[src/pulse_filter_pkg.sv]
package pulse_filter_pkg;

	// ----------------------------------------------------------------------
	// widths and constants
	// ----------------------------------------------------------------------

	// one sensor pixel
	localparam int PIX_W           = 8;
	// margin over th before a pixel counts as a bright pulse
	localparam int PULSE_THRESHOLD = 25;
	// window of 9 pixels, same-colour taps at -4 -2 0 +2 +4
	localparam int WIN_LEN         = 9;
	// pixels at each line end that pass unchanged
	localparam int EDGE_PIX        = 4;
	// input to output, in clocks
	localparam int PIPE_LAT        = 8;
	// control chain depth, one less for the output register
	localparam int CTRL_DLY        = PIPE_LAT - 1;
	// register widths
	localparam int WIDTH_W         = 16;
	localparam int COUNT_W         = 16;

	// ----------------------------------------------------------------------
	// vector types
	// ----------------------------------------------------------------------

	typedef logic [PIX_W-1:0]   pix_t;
	// m, n, th need one bit over a pixel
	typedef logic [PIX_W:0]     bound_t;
	typedef logic [WIDTH_W-1:0] width_t;
	typedef logic [COUNT_W-1:0] count_t;

	// ----------------------------------------------------------------------
	// bundles between the blocks
	// ----------------------------------------------------------------------

	// timing and position, 4 bits
	typedef struct packed {
		logic fval;
		logic lval;
		logic edge_pix;
		logic filt_en;
	} video_ctrl_t;

	// detector result, 17 bits
	typedef struct packed {
		pix_t pix_orig;
		pix_t pix_fix;
		logic pulse;
	} det_result_t;

endpackage

[src/impulse_detect.sv]
module impulse_detect (
	input  logic                          clk,
	input  logic                          i_rst_n,
	input  pulse_filter_pkg::pix_t        i_pix,
	output pulse_filter_pkg::det_result_t o_det
);
	import pulse_filter_pkg::*;

	// pixel window, index 0 is the newest sample
	pix_t win [WIN_LEN];

	// same-colour taps, p2 is the centre
	pix_t p0;
	pix_t p1;
	pix_t p2;
	pix_t p3;
	pix_t p4;

	// stage 1 registers
	bound_t m_q;
	bound_t n_q;
	pix_t   ctr_q;

	// stage 2 inputs
	bound_t           th_w;
	logic [PIX_W+1:0] lim_w;

	// stage 2 register
	det_result_t det_q;

	// near + |near - far|
	function automatic bound_t side_bound(input pix_t near, input pix_t far);
		bound_t b;
		if (near >= far) begin
			b = bound_t'(near) + bound_t'(near - far);
		end else begin
			b = bound_t'(near) + bound_t'(far - near);
		end
		return b;
	endfunction

	// ----------------------------------------------------------------------
	// window shift, runs every clock
	// ----------------------------------------------------------------------

	// no line awareness here, edges are handled downstream
	always_ff @(posedge clk) begin
		win[0] <= i_pix;
		for (int i = 1; i < WIN_LEN; i++) begin
			win[i] <= win[i-1];
		end
	end

	// bayer pattern, same colour every second column
	assign p4 = win[0];
	assign p3 = win[2];
	assign p2 = win[(WIN_LEN-1)/2];
	assign p1 = win[WIN_LEN-3];
	assign p0 = win[WIN_LEN-1];

	// ----------------------------------------------------------------------
	// stage 1: m and n
	// ----------------------------------------------------------------------

	always_ff @(posedge clk or negedge i_rst_n) begin
		if (!i_rst_n) begin
			m_q   <= '0;
			n_q   <= '0;
			ctr_q <= '0;
		end else begin
			// m from the left pair, n from the right pair
			m_q   <= side_bound(p1, p0);
			n_q   <= side_bound(p3, p4);
			ctr_q <= p2;
		end
	end

	// ----------------------------------------------------------------------
	// stage 2: th and compare
	// ----------------------------------------------------------------------

	assign th_w  = (m_q >= n_q) ? m_q : n_q;
	// th plus margin, two spare bits so nothing wraps
	assign lim_w = {1'b0, th_w} + (PIX_W+2)'(PULSE_THRESHOLD);

	always_ff @(posedge clk or negedge i_rst_n) begin
		if (!i_rst_n) begin
			det_q <= '0;
		end else begin
			det_q.pix_orig <= ctr_q;
			// only used when pulse is set, th is then below 255
			det_q.pix_fix  <= th_w[PIX_W-1:0];
			// bright pulses only
			det_q.pulse    <= {2'b00, ctr_q} > lim_w;
		end
	end

	assign o_det = det_q;

endmodule

[src/line_position.sv]
module line_position (
	input  logic                          clk,
	input  logic                          i_rst_n,
	input  logic                          i_fval,
	input  logic                          i_lval,
	input  logic                          i_filter_en,
	input  pulse_filter_pkg::width_t      i_line_width,
	output pulse_filter_pkg::video_ctrl_t o_ctrl
);
	import pulse_filter_pkg::*;

	// column of the pixel now at the input
	width_t col_cnt;
	// enable held for the whole frame
	logic frame_en;
	// control of the input pixel, before the delay
	video_ctrl_t ctrl_in;
	// delay chain, last stage lines up with the detector
	video_ctrl_t ctrl_dly [CTRL_DLY];

	// ----------------------------------------------------------------------
	// column counter
	// ----------------------------------------------------------------------

	// counts accepted pixels, back to 0 between lines
	always_ff @(posedge clk or negedge i_rst_n) begin
		if (!i_rst_n) begin
			col_cnt <= '0;
		end else if (i_fval && i_lval) begin
			col_cnt <= col_cnt + width_t'(1);
		end else begin
			col_cnt <= '0;
		end
	end

	// ----------------------------------------------------------------------
	// per-frame enable
	// ----------------------------------------------------------------------

	// sampled only between frames
	always_ff @(posedge clk or negedge i_rst_n) begin
		if (!i_rst_n) begin
			frame_en <= 1'b0;
		end else if (!i_fval) begin
			frame_en <= i_filter_en;
		end
	end

	// ----------------------------------------------------------------------
	// control word at the input
	// ----------------------------------------------------------------------

	always_comb begin
		ctrl_in.fval     = i_fval;
		ctrl_in.lval     = i_lval;
		// first and last EDGE_PIX columns lack a full window
		ctrl_in.edge_pix = (col_cnt < width_t'(EDGE_PIX)) ||
		                   (col_cnt >= i_line_width - width_t'(EDGE_PIX));
		ctrl_in.filt_en  = frame_en;
	end

	// ----------------------------------------------------------------------
	// delay chain
	// ----------------------------------------------------------------------

	// matches the window and the two compute stages
	always_ff @(posedge clk or negedge i_rst_n) begin
		if (!i_rst_n) begin
			for (int i = 0; i < CTRL_DLY; i++) begin
				ctrl_dly[i] <= '0;
			end
		end else begin
			ctrl_dly[0] <= ctrl_in;
			for (int i = 1; i < CTRL_DLY; i++) begin
				ctrl_dly[i] <= ctrl_dly[i-1];
			end
		end
	end

	assign o_ctrl = ctrl_dly[CTRL_DLY-1];

endmodule

[src/pixel_select.sv]
module pixel_select (
	input  logic                          clk,
	input  logic                          i_rst_n,
	input  pulse_filter_pkg::det_result_t i_det,
	input  pulse_filter_pkg::video_ctrl_t i_ctrl,
	output logic                          o_fval,
	output logic                          o_lval,
	output pulse_filter_pkg::pix_t        o_pix,
	output pulse_filter_pkg::count_t      o_pulse_num
);
	import pulse_filter_pkg::*;

	// output register
	logic fval_q;
	logic lval_q;
	logic en_q;
	pix_t pix_q;

	// frame edges of the delayed fval
	logic fval_rise;
	logic fval_fall;

	// this pixel gets replaced by th
	logic replace;

	// running count and the published value
	count_t pulse_cnt;
	count_t pulse_num_q;

	// ----------------------------------------------------------------------
	// replacement decision
	// ----------------------------------------------------------------------

	// edge pixels always pass, disabled frames too
	assign replace = i_ctrl.filt_en & i_ctrl.lval & i_det.pulse & ~i_ctrl.edge_pix;

	// fval_q is the delayed fval one clock later
	assign fval_rise = i_ctrl.fval & ~fval_q;
	assign fval_fall = ~i_ctrl.fval & fval_q;

	// ----------------------------------------------------------------------
	// output register
	// ----------------------------------------------------------------------

	always_ff @(posedge clk or negedge i_rst_n) begin
		if (!i_rst_n) begin
			fval_q <= 1'b0;
			lval_q <= 1'b0;
			en_q   <= 1'b0;
		end else begin
			fval_q <= i_ctrl.fval;
			lval_q <= i_ctrl.lval;
			// kept for the frame end, chain may carry the next enable by then
			en_q   <= i_ctrl.filt_en;
		end
	end

	// pixel only loads inside lines, holds between them
	always_ff @(posedge clk or negedge i_rst_n) begin
		if (!i_rst_n) begin
			pix_q <= '0;
		end else if (i_ctrl.lval) begin
			pix_q <= replace ? i_det.pix_fix : i_det.pix_orig;
		end
	end

	// ----------------------------------------------------------------------
	// pulse count per frame
	// ----------------------------------------------------------------------

	// restart at frame start, first pixel included
	always_ff @(posedge clk or negedge i_rst_n) begin
		if (!i_rst_n) begin
			pulse_cnt <= '0;
		end else if (fval_rise) begin
			pulse_cnt <= count_t'(replace);
		end else if (replace) begin
			pulse_cnt <= pulse_cnt + count_t'(1);
		end
	end

	// publish at frame end, 0 for an unfiltered frame
	always_ff @(posedge clk or negedge i_rst_n) begin
		if (!i_rst_n) begin
			pulse_num_q <= '0;
		end else if (fval_fall) begin
			pulse_num_q <= en_q ? pulse_cnt : '0;
		end
	end

	assign o_fval      = fval_q;
	assign o_lval      = lval_q;
	assign o_pix       = pix_q;
	assign o_pulse_num = pulse_num_q;

endmodule

[src/pulse_filter_1d.sv]
module pulse_filter_1d (
	input  logic                     clk,
	input  logic                     i_rst_n,
	input  logic                     i_fval,
	input  logic                     i_lval,
	input  pulse_filter_pkg::pix_t   i_pix,
	input  logic                     i_filter_en,
	input  pulse_filter_pkg::width_t i_line_width,
	output logic                     o_fval,
	output logic                     o_lval,
	output pulse_filter_pkg::pix_t   o_pix,
	output pulse_filter_pkg::count_t o_pulse_num
);
	import pulse_filter_pkg::*;

	// both arrive 7 clocks after the pixel was taken
	det_result_t det;
	video_ctrl_t ctrl;

	// window and m/n/th pipeline
	impulse_detect u_detect (
		.clk     (clk),
		.i_rst_n (i_rst_n),
		.i_pix   (i_pix),
		.o_det   (det)
	);

	// column, edge flag and frame enable
	line_position u_position (
		.clk          (clk),
		.i_rst_n      (i_rst_n),
		.i_fval       (i_fval),
		.i_lval       (i_lval),
		.i_filter_en  (i_filter_en),
		.i_line_width (i_line_width),
		.o_ctrl       (ctrl)
	);

	// last clock of the 8
	pixel_select u_select (
		.clk         (clk),
		.i_rst_n     (i_rst_n),
		.i_det       (det),
		.i_ctrl      (ctrl),
		.o_fval      (o_fval),
		.o_lval      (o_lval),
		.o_pix       (o_pix),
		.o_pulse_num (o_pulse_num)
	);

endmodule

[config.mk]
export PLATFORM = sky130hd
export DESIGN_NAME = pulse_filter_1d
export DESIGN_NICKNAME = d
export VERILOG_FILES = /design/src/pulse_filter_pkg.sv /design/src/impulse_detect.sv /design/src/line_position.sv /design/src/pixel_select.sv /design/src/pulse_filter_1d.sv
export SDC_FILE = /design/constraint.sdc
export NUM_CORES = 1
export LEC_CHECK = 0
export ABC_CLOCK_PERIOD_IN_PS = 5000
export BUFFER_PORTS_ARGS = -buffer_cell sky130_fd_sc_hd__buf_4
export CAP_MARGIN = 10
export CELL_PAD_IN_SITES_DETAIL_PLACEMENT = 1
export CELL_PAD_IN_SITES_GLOBAL_PLACEMENT = 1
export CORE_MARGIN = 2
export CORE_UTILIZATION = 49
export DETAILED_ROUTE_END_ITERATION = 10
export GPL_TIMING_DRIVEN = 1
export PLACE_DENSITY = 0.9
export SYNTH_ARGS = -nofsm -noshare
export SYNTH_HDL_FRONTEND = slang
export SYNTH_SLANG_ARGS = --single-unit
[constraint.sdc]
create_clock -name clk -period 5 [get_ports clk]
set_input_delay 1 -clock clk [delete_from_list [all_inputs] [get_ports clk]]
set_output_delay 1 -clock clk [all_outputs]
set_load 0.01 [all_outputs]
Yosys cells after proc, flatten, opt, wreduce, memory -nomap -nowiden
Memories as Yosys holds them, arrays and structs flattened.
Index checks and enable logic that the tools add are counted.
{"block": "word_totals", "register_bits": 131, "mem_bits_rw": 72, "inputBits": 29, "output_inout_bits": 26, "wordCells": 80, "memories": 1}
{"block": "classes", "n_addsub": 12, "n_lt_le_gt_ge": 6, "mux": 8, "n_bitwise": 8, "n_reduce_logical": 3}
{"name": "u_detect.win", "depth": 9, "width": 8, "read_ports": 9, "rd_clocked_by_memory_dff": 0, "write_ports": 9, "line_no": "impulse_detect.sv:10", "text": "pix_t win [WIN_LEN];"}
{"cell": "2-to-1 mux 16 bit", "count": 4}
{"cell": "adder 8 x 9 -> 9 bit", "count": 4}
{"cell": "subtractor 8 x 8 -> 9 bit", "count": 4}
{"cell": "adder 16 x 1 -> 16 bit, second input constant", "count": 2}
{"cell": "2-to-1 mux 9 bit", "count": 3}
{"cell": "greater-or-equal comparator 16 bit", "count": 1}
{"cell": "greater-or-equal comparator 8 bit", "count": 2}
{"cell": "< comparator 16 x 3 -> 1 bit, second input constant", "count": 1}
{"cell": "subtractor 16 x 3 -> 16 bit, second input constant", "count": 1}
{"cell": "adder 9 x 5 -> 10 bit, second input constant", "count": 1}
{"cell": "> comparator 8 x 10 -> 1 bit", "count": 1}
{"cell": "greater-or-equal comparator 9 bit", "count": 1}
{"cell": "2-to-1 mux 8 bit", "count": 1}
{"cell": "bitwise AND 1 bit", "count": 5}
{"cell": "NOT 1 bit", "count": 3}
{"cell": "nonzero test 2 bit", "count": 1}
{"cell": "logical AND 1 bit", "count": 1}
{"cell": "logical OR 1 bit", "count": 1}

Logic depth before layout (Yosys ltp)
Gate-level depths: netlist of run 1.
{"block": "logic_depth", "ltp_word": 5, "mapped_depth": 20, "mapped_depth_nobuf": 19}

Hierarchy
A second synthesis of run 1 with hierarchy kept.
{"block": "hier_totals", "hier_cells": 855, "hier_area_um2": 9230.1}
{"mod": "impulse_detect", "instances": 1, "cells_per_inst": 474, "area_each_um2": 5236.3, "seq_area_each_um2": 2517.4}
{"mod": "line_position", "instances": 1, "cells_per_inst": 188, "area_each_um2": 2103.3, "seq_area_each_um2": 1126.1}
{"mod": "pixel_select", "instances": 1, "cells_per_inst": 193, "area_each_um2": 1890.6, "seq_area_each_um2": 1076.0}

Least setup slack after synthesis of run 1
Ideal clock, no wire load.
{"block": "synth_path", "kind": "register -> register", "from": "register u_detect.n_q[4]", "to": "register u_detect.det_q, in the netlist u_detect.o_det[0]", "setup_ps": 127, "t_arrival_ps": 3596, "required_time_ps": 4873, "setup_slack_ps": 1277, "path_stages_with_launch": 19, "path_buffers": 1, "period_less_slack_ps": 3723, "path_cell_list": "dfrtp_1 inv_1 ha_1 a211oi_2 o21ai_1 a211oi_4 buf_4 mux2_2 ha_1 nand2_1 mux2i_1 nor2_1 xnor2_1 ha_1 o21ai_0 a21oi_1 o211a_1 a211oi_1 nor3_2"}
{"block": "synth_via", "elab_chain_cells": 4}
{"item": "start, declared", "line_no": "impulse_detect.sv:21", "text": "bound_t n_q;"}
{"item": "start signal, assigned", "line_no": "impulse_detect.sv:73", "text": "n_q <= side_bound(p3, p4);"}
{"item": "greater-or-equal comparator 9 bit", "line_no": "impulse_detect.sv:82", "text": "assign th_w = (m_q >= n_q) ? m_q : n_q;"}
{"item": "2-to-1 mux 9 bit", "line_no": "impulse_detect.sv:82"}
{"item": "via u_detect.th_w[1]", "line_no": "impulse_detect.sv:25", "text": "bound_t th_w;"}
{"item": "adder 9 x 5 -> 10 bit", "line_no": "impulse_detect.sv:84", "text": "assign lim_w = {1'b0, th_w} + (PIX_W+2)'(PULSE_THRESHOLD);"}
{"item": "> comparator 8 x 10 -> 1 bit", "line_no": "impulse_detect.sv:94", "text": "det_q.pulse <= {2'b00, ctr_q} > lim_w;"}
{"item": "end, declared", "line_no": "impulse_detect.sv:29", "text": "det_result_t det_q;"}
The timed path passes the listed nets, and every way through them passes these cells.
A chain may end at the register's enable or synchronous reset.

Final worst setup path of run 1
Same ends and word-level chain as after synthesis.

==> results of run 1 <==
-- stage by stage --
step	utilization	instances	setup WS (ps)	power, mW	area, µm²
after detailed placement	0.540	1108	1280	2.90	9760
final	0.579	1148	1270	4.48	10500
after global placement	0.540	1108	1540	2.82	9760
after floorplan	-	837	1280	2.59	9100
after global routing	0.579	1148	893	4.71	10500
after CTS	0.579	1148	1260	4.52	10500
-- final cells by class --
cell class              instances  area share
repair buffers                 58      0.0416
clock inverters                 8     0.00693
inverters                      53      0.0190
flip-flops and latches        203       0.451
clock buffers                  32      0.0610
multi-input cells             565       0.394
well taps                     229      0.0274
-- power by group --
part           switching (mW)  leakage, nW  internal [mW]  total (mW)
Clock                   0.648        0.354          0.942        1.59
Combinational           0.565         2.40          0.448        1.01
Sequential             0.0988         2.22           1.77        1.87
Total                    1.31         4.97           3.16        4.48
-- final timing paths --
kind | end | slack, ps | depth (start not counted)
setup / recovery | u_detect.o_det[0] | 1270 | 17
min in group asynchronous | u_select.o_pix[3] | 580 | 1
hold reg to reg | u_detect.win[0][66] | 310 | 0
max in group asynchronous | u_detect.m_q[2] | 3440 | 2
hold / removal | u_detect.win[0][66] | 310 | 0
setup reg to reg | u_detect.o_det[0] | 1270 | 17
-- sequential cells by signal, indices dropped and copies added (netlist names) --
signal / flops
u_position.frame_en: 1
u_select.o_pix: 8
u_select.pulse_cnt: 16
u_select.en_q: 1
u_position.ctrl_dly: 24
u_position.o_ctrl: 4
u_detect.n_q: 9
u_detect.m_q: 9
u_detect.win: 72
u_detect.o_det: 17
u_select.o_fval: 1
u_detect.ctr_q: 8
u_position.col_cnt: 16
u_select.o_pulse_num: 16
u_select.o_lval: 1
-- metal layers --
metal | share of wire | vias up | global-route usage
li1 | - | 2976 | -
met5 | 0 | - | 0
met1 | 0.41 | 3031 | 0.249
met2 | 0.52 | 101 | 0.389
met4 | 0.039 | 0 | 0.0819
met3 | 0.029 | 57 | 0.0297
-- worst max-delay path: cells and delay by family, from the launching register on --
kind,cells,cell delay (ps)
compound gates,7,1360
xor+xnor,1,170
fa+ha+maj,3,810
buf+inv,1,70
flops,1,380
mux,2,500
simple gates,3,330
-- Yosys cell counts, drive strengths merged, types with 2 or more instances --
| library cell | number |
|---|---|
| a21oi | 30 |
| mux2 | 8 |
| o211ai | 3 |
| o21a | 4 |
| or3 | 6 |
| dfxtp | 72 |
| a21o | 10 |
| or2 | 8 |
| nand3 | 18 |
| dfrtp | 131 |
| nor3 | 13 |
| o31ai | 2 |
| buf | 3 |
| clkbuf | 13 |
| a211oi | 5 |
| inv | 53 |
| nor2 | 61 |
| nand4 | 12 |
| fa | 3 |
| a21boi | 3 |
| and3 | 7 |
| mux2i | 24 |
| and4 | 3 |
| nand2 | 80 |
| o21ai | 42 |
| xnor2 | 28 |
| nand2b | 11 |
| nor4 | 6 |
| nor2b | 12 |
| a31oi | 8 |
| xor2 | 45 |
| and2 | 2 |
| ha | 97 |
| o41ai | 2 |
-- cell families (layout without fill, tap and decap cells) --
group	Yosys count	in the layout	share of synthesized area
xor+xnor	73	73	0.0702
compound gates	116	116	0.0792
flops	203	203	0.518
buf+inv	69	151	0.0290
simple gates	244	244	0.127
mux	32	32	0.0363
fa+ha+maj	100	100	0.140
==> flow_metrics.tcl, run 1 <==
set metrics [dict create \
    run_status "finished, final reports clean" \
    synth.area.top_cells "dfrtp_1, dfxtp_1, ha_1" \
    synth_edf_count 0 \
    crit_start "u_detect.n_q[4]" \
    cts_tree "built" \
    synth_top_area_cell "dfrtp_1" \
    fin_nets 1032 \
    clk_pin_slew_ps 60 \
    wl_per_cell_um 17.5 \
    ios 55 \
    antenna_found_initial 0 \
    path_cells "inv_1 > ha_1 > a211oi_2 > o21ai_1 > a211oi_4 > mux2_2 > ha_1 > nand2_1 > mux2i_1 > nor2_1 > xnor2_1 > ha_1 > o21ai_0 > a21oi_1 > o211a_1 > a211oi_1 > nor3_2" \
    setup_violations 0 \
    async_flop_share 0.645 \
    tns_ps 0 \
    drv_cap 0 \
    powerDensity_nw_per_um2 427 \
    postRouteAntennaNets 0 \
    min_from "u_detect.win[0][58]" \
    htreeDepth 1 \
    core-area_um2 18100 \
    register_area_um2 4720 \
    fmax_mhz 268 \
    cts_num_sinks 203 \
    p_leak_nw 4.97 \
    yosysTopAreaCellShare 0.360 \
    end_kind "flop" \
    cts_buffers 22 \
    dr.pass1.iters 4 \
    slew_headroom 0.209 \
    grt_max_degree 71 \
    multi_input_area_um2 4120 \
    grt_pass1_wl_mm 33.7 \
    hold_buffers 0 \
    grt_overflow 0 \
    drc 0 \
    worstMarginPinSlew_ps 1190 \
    routabilityCongestion 0.826 \
    cts_resized 0 \
    cts_setup_buffers 0 \
    synth_ff_type "dfrtp_1" \
    holdCritPathClass "reg2reg" \
    crit_slowest_cell "mux2_2" \
    crit_top_cell "ha_1" \
    path_class "reg2reg" \
    hold_viol_final 0 \
    crit_path_max_fanout 4 \
    drv_slew 0 \
    grt_usage 0.211 \
    synthesis.nets 966 \
    avgSynthCellArea_um2 10.9 \
    fill_cells 1942 \
    vias 6165 \
    syn_area_um2 9100 \
    cts-root-buf "clkbuf_16" \
    cp-start-kind "flop" \
    start_util 0.503 \
    mostFrequentLayoutCells "dfrtp_1, ha_1, nand2_1, dfxtp_1, nor2_1" \
    period_share 0.746 \
    grt_pass1_vias 6827 \
    hold_slack_ps 315 \
    yosysUniqueCellTypes 53 \
    r2r-start "u_detect.n_q[4]" \
    drtIter0Drc 201 \
    drt_wl_total_mm 20.1 \
    io_buffers 54 \
    min_period_ps 3730 \
    worstPathRequired_ps 5400 \
    vias_per_cell 5.37 \
    crit_arrival_ps 4130 \
    clkLatencyLatePin_ps 510 \
    hpwl_mm 14.5 \
    synth_warnings 0 \
    cpPeakStageDelay_ps 390 \
    yosysSeqAreaShare 0.518 \
    dieArea_um2 19700 \
    finClkSkew_ps 16.2 \
    final_common_cell "dfrtp_1" \
    irDropWorstVdd_uv 255 \
    ys_ff_latch 203 \
    synthCells 837 \
    die-width_um 140 \
    clk_path_buf_depth 3 \
    area_growth_pct 15.0 \
    rsz0062_at_grt "no" \
    num_rows 49 \
    diodes 0 \
    die_h_um 140 \
    drive_gt1_frac 0.123 \
]
Power figures use the tool's default switching activity.
==> run 2, diff against run 1 <==
--- a/config.mk
+++ b/config.mk
@@ -5,16 +5,17 @@
 export SDC_FILE = /design/constraint.sdc
 export NUM_CORES = 1
 export LEC_CHECK = 0
-export ABC_CLOCK_PERIOD_IN_PS = 5000
+export ABC_AREA = 1
+export ABC_CLOCK_PERIOD_IN_PS = 3800
 export BUFFER_PORTS_ARGS = -buffer_cell sky130_fd_sc_hd__buf_4
 export CAP_MARGIN = 10
 export CELL_PAD_IN_SITES_DETAIL_PLACEMENT = 1
 export CELL_PAD_IN_SITES_GLOBAL_PLACEMENT = 1
 export CORE_MARGIN = 2
-export CORE_UTILIZATION = 49
+export CORE_UTILIZATION = 47
 export DETAILED_ROUTE_END_ITERATION = 10
 export GPL_TIMING_DRIVEN = 1
-export PLACE_DENSITY = 0.9
+export PLACE_DENSITY = 0.89
 export SYNTH_ARGS = -nofsm -noshare
 export SYNTH_HDL_FRONTEND = slang
 export SYNTH_SLANG_ARGS = --single-unit
==> constraint.sdc (replaced) <==
create_clock -name clk -period 3.8 [get_ports clk]
set_input_delay 0.76 -clock clk [delete_from_list [all_inputs] [get_ports clk]]
set_output_delay 0.76 -clock clk [all_outputs]
set_load 0.01 [all_outputs]
==> run 2 against run 1 <==
Against the previous run: sequential share of layout area decreased by 2.2 points; non-clock buffer count grew 2; global-route usage grew 0.43 points; combinational power grew 52%; critical path depth rose by 4; utilization decreased by 3.1 points; clock skew increased by 4.7 ps; worst hold slack got worse by 7.6 ps; synthesized cell count grew 23%; clock power up 37%; sequential power increased by 31%; clock-buffer cell count grew 5.
==> flow_metrics.tcl, run 2 <==
set metrics [dict create \
    irDropWorstVdd_uv 346 \
    synth_top_area_cell "dfrtp_1" \
    mostFrequentLayoutCells "nand2_1, dfrtp_1, inv_1, ha_1, dfxtp_1" \
    worstPathRequired_ps 4210 \
    vias_per_cell 5.24 \
    hpwl_mm 16.6 \
    regMostFlops "u_detect.win" \
    ys_ff_latch 203 \
    p_leak_nw 5.46 \
    synth_most_common_cell "nand2_1" \
    utilization 0.548 \
    diodes 0 \
    crit_buf_inv 3 \
    fmax_mhz 291 \
    clkLatencyLatePin_ps 510 \
    grt_overflow 0 \
    yosysSeqAreaShare 0.494 \
    yosysUniqueCellTypes 45 \
    area_growth_pct 15.3 \
    setup_violations 0 \
    preCtsSetupSlack_ps 280 \
    period_share 0.905 \
    die-width_um 147 \
    path_cells "ha_1 > nand2_2 > inv_1 > a21oi_2 > nand4_4 > nand2_1 > nand2_1 > ha_1 > nand3_1 > inv_1 > nor2_1 > nor2_1 > ha_1 > nand2_1 > o21ai_0 > a21oi_1 > o21ai_0 > o21ai_0 > inv_1 > nand2_1 > nor2_1" \
    async_flop_share 0.645 \
    wl_per_cell_um 16.7 \
    fin_ws_ps 360 \
    clk_path_buf_depth 3 \
    end_kind "flop" \
    num_rows 52 \
    worstMarginPinSlew_ps 1100 \
    cts_tree "built" \
    crit_path_max_fanout 11 \
    grt_usage 0.216 \
    synth_warnings 0 \
    postRouteAntennaNets 0 \
    grt_pass1_vias 7752 \
    synth_edf_count 0 \
    crit_family "simple AND/OR/NAND/NOR gates" \
    rr_worst_depth 21 \
    htreeDepth 1 \
    crit_arrival_ps 3850 \
    drc 0 \
    largest_reg_flops 72 \
    core-area_um2 20100 \
    die_h_um 147 \
    hold_viol_final 0 \
    path_depth 21 \
    synth_commonest_cells "nand2_1, dfrtp_1, inv_1" \
    grt_max_degree 118 \
    slew_headroom 0.269 \
    drv_cap 0 \
    dieArea_um2 21500 \
    drive_gt1_frac 0.113 \
    powerDensity_nw_per_um2 561 \
    final_common_cell "nand2_1" \
    io_buffers 54 \
    syn_area_um2 9550 \
    synthesis.nets 1158 \
    avgSynthCellArea_um2 9.28 \
    finClkSkew_ps 20.8 \
    vias 7247 \
    cts_buffers 23 \
    synthCells 1029 \
    crit_top_cell "nand2_1" \
    tns_ps 0 \
    drv_slew 0 \
    antenna_found_initial 0 \
    fin_nets 1226 \
    ios 55 \
    dr.pass1.iters 4 \
    yosysTopAreaCellShare 0.343 \
    cpPeakStageDelay_ps 400 \
    cts-root-buf "clkbuf_16" \
    drt_wl_total_mm 23.1 \
    path_class "reg2reg" \
    routabilityCongestion 0.856 \
    cp-start-kind "flop" \
    hold_buffers 0 \
    grt_pass1_wl_mm 38.0 \
    run_status "finished, final reports clean" \
    cts_num_sinks 203 \
    clk_pin_slew_ps 60 \
    holdCritPathClass "reg2reg" \
    min_period_ps 3440 \
    synth.area.top_cells "dfrtp_1, dfxtp_1, ha_1" \
    start_util 0.475 \
    synth_ff_type "dfrtp_1" \
    min_delay_path_depth 0 \
    crit_slowest_cell "dfrtp_1" \
    drtIter0Drc 262 \
]
==> run 2: changes by cell type after synthesis, sizes merged, moves of 12 or more <==
| cell | before | now |
|---|---|---|
| nand2 | 80 | 194 |
| xor2 | 45 | 33 |
| mux2i | 24 | 0 |
| nor2b | 12 | 0 |
| a21oi | 30 | 59 |
| inv | 53 | 128 |
| nand3 | 18 | 62 |
| nor3 | 13 | 26 |
| xnor2 | 28 | 13 |
| o21ai | 42 | 54 |
==> run 2: path summary, 6_finish.rpt <==
kind / start / endpoint / slack, ps
min: u_detect.win[0][15] / u_detect.win[0][23] / 310
min reg2reg: u_detect.win[0][15] / u_detect.win[0][23] / 310
max reg2reg: u_detect.m_q[8] / u_detect.o_det[0] / 360
max: u_detect.m_q[8] / u_detect.o_det[0] / 360
max in group asynchronous: i_rst_n / u_position.col_cnt[11] / 2470
min in group asynchronous: i_rst_n / u_detect.o_det[6] / 330
==> run 2: what timing repair did <==
action | in CTS | in global routing
hold endpoints to repair | 0 | 0
resized for setup | 0 | 1
endpoints found under the setup margin | 0 | 1
setup buffers | 0 | 4
==> run 2: per-stage QoR <==
stage / instances / hold WS, ps / area [µm²] / power [mW]
floorplan: 1029 / 310 / 9550 / 3.47
global placement: 1338 / 310 / 10200 / 3.78
detailed placement: 1338 / 313 / 10200 / 3.93
CTS: 1380 / 312 / 11000 / 6.18
global route: 1384 / 327 / 11000 / 6.53
finish: 1384 / 307 / 11000 / 6.18
==> run 2: cell families after synthesis <==
| group | Yosys count | share of synthesized area |
|---|---|---|
| flip-flops | 203 | 0.494 |
| buffers and inverters | 145 | 0.0590 |
| AND/OR/NAND/NOR | 388 | 0.186 |
| AO/OA/AOI/OAI | 146 | 0.0844 |
| adder cells (fa/ha/maj) | 100 | 0.133 |
| XOR/XNOR | 46 | 0.0422 |
| multiplexers | 1 | 0.00118 |
==> run 2: final cells by class <==
| cell class | count | area, µm² |
|---|---|---|
| clock inverter | 5 | 78.8 |
| sequential | 203 | 4720 |
| clock buffer | 37 | 668 |
| timing repair buffer | 60 | 454 |
| inverter | 128 | 480 |
| tap | 270 | 338 |
| fill | 2299 | 9090 |
| multi-input combinational | 681 | 4280 |
==> run 2: power by group <==
part           internal [mW]  switching, mW
sequential              2.33          0.119
clock                   1.34          0.848
combinational          0.567          0.978
total                   4.23           1.95
==> run 2: routing by layer <==
metal | share of wire | global-route usage
met4 | 0.028 | 0.0670
met1 | 0.41 | 0.257
met2 | 0.53 | 0.403
met5 | 0 | 0
met3 | 0.031 | 0.0297
==> run 2: worst register-to-register path: stages (launching register included) <==
cell	delay, ps
dfrtp_1	400
ha_1	330
nand2_2	110
inv_1	60
a21oi_2	200
nand4_4	210
nand2_1	130
nand2_1	120
ha_1	250
nand3_1	170
inv_1	60
nor2_1	150
nor2_1	80
ha_1	290
nand2_1	140
o21ai_0	110
a21oi_1	120
o21ai_0	80
o21ai_0	150
inv_1	60
nand2_1	70
nor2_1	50
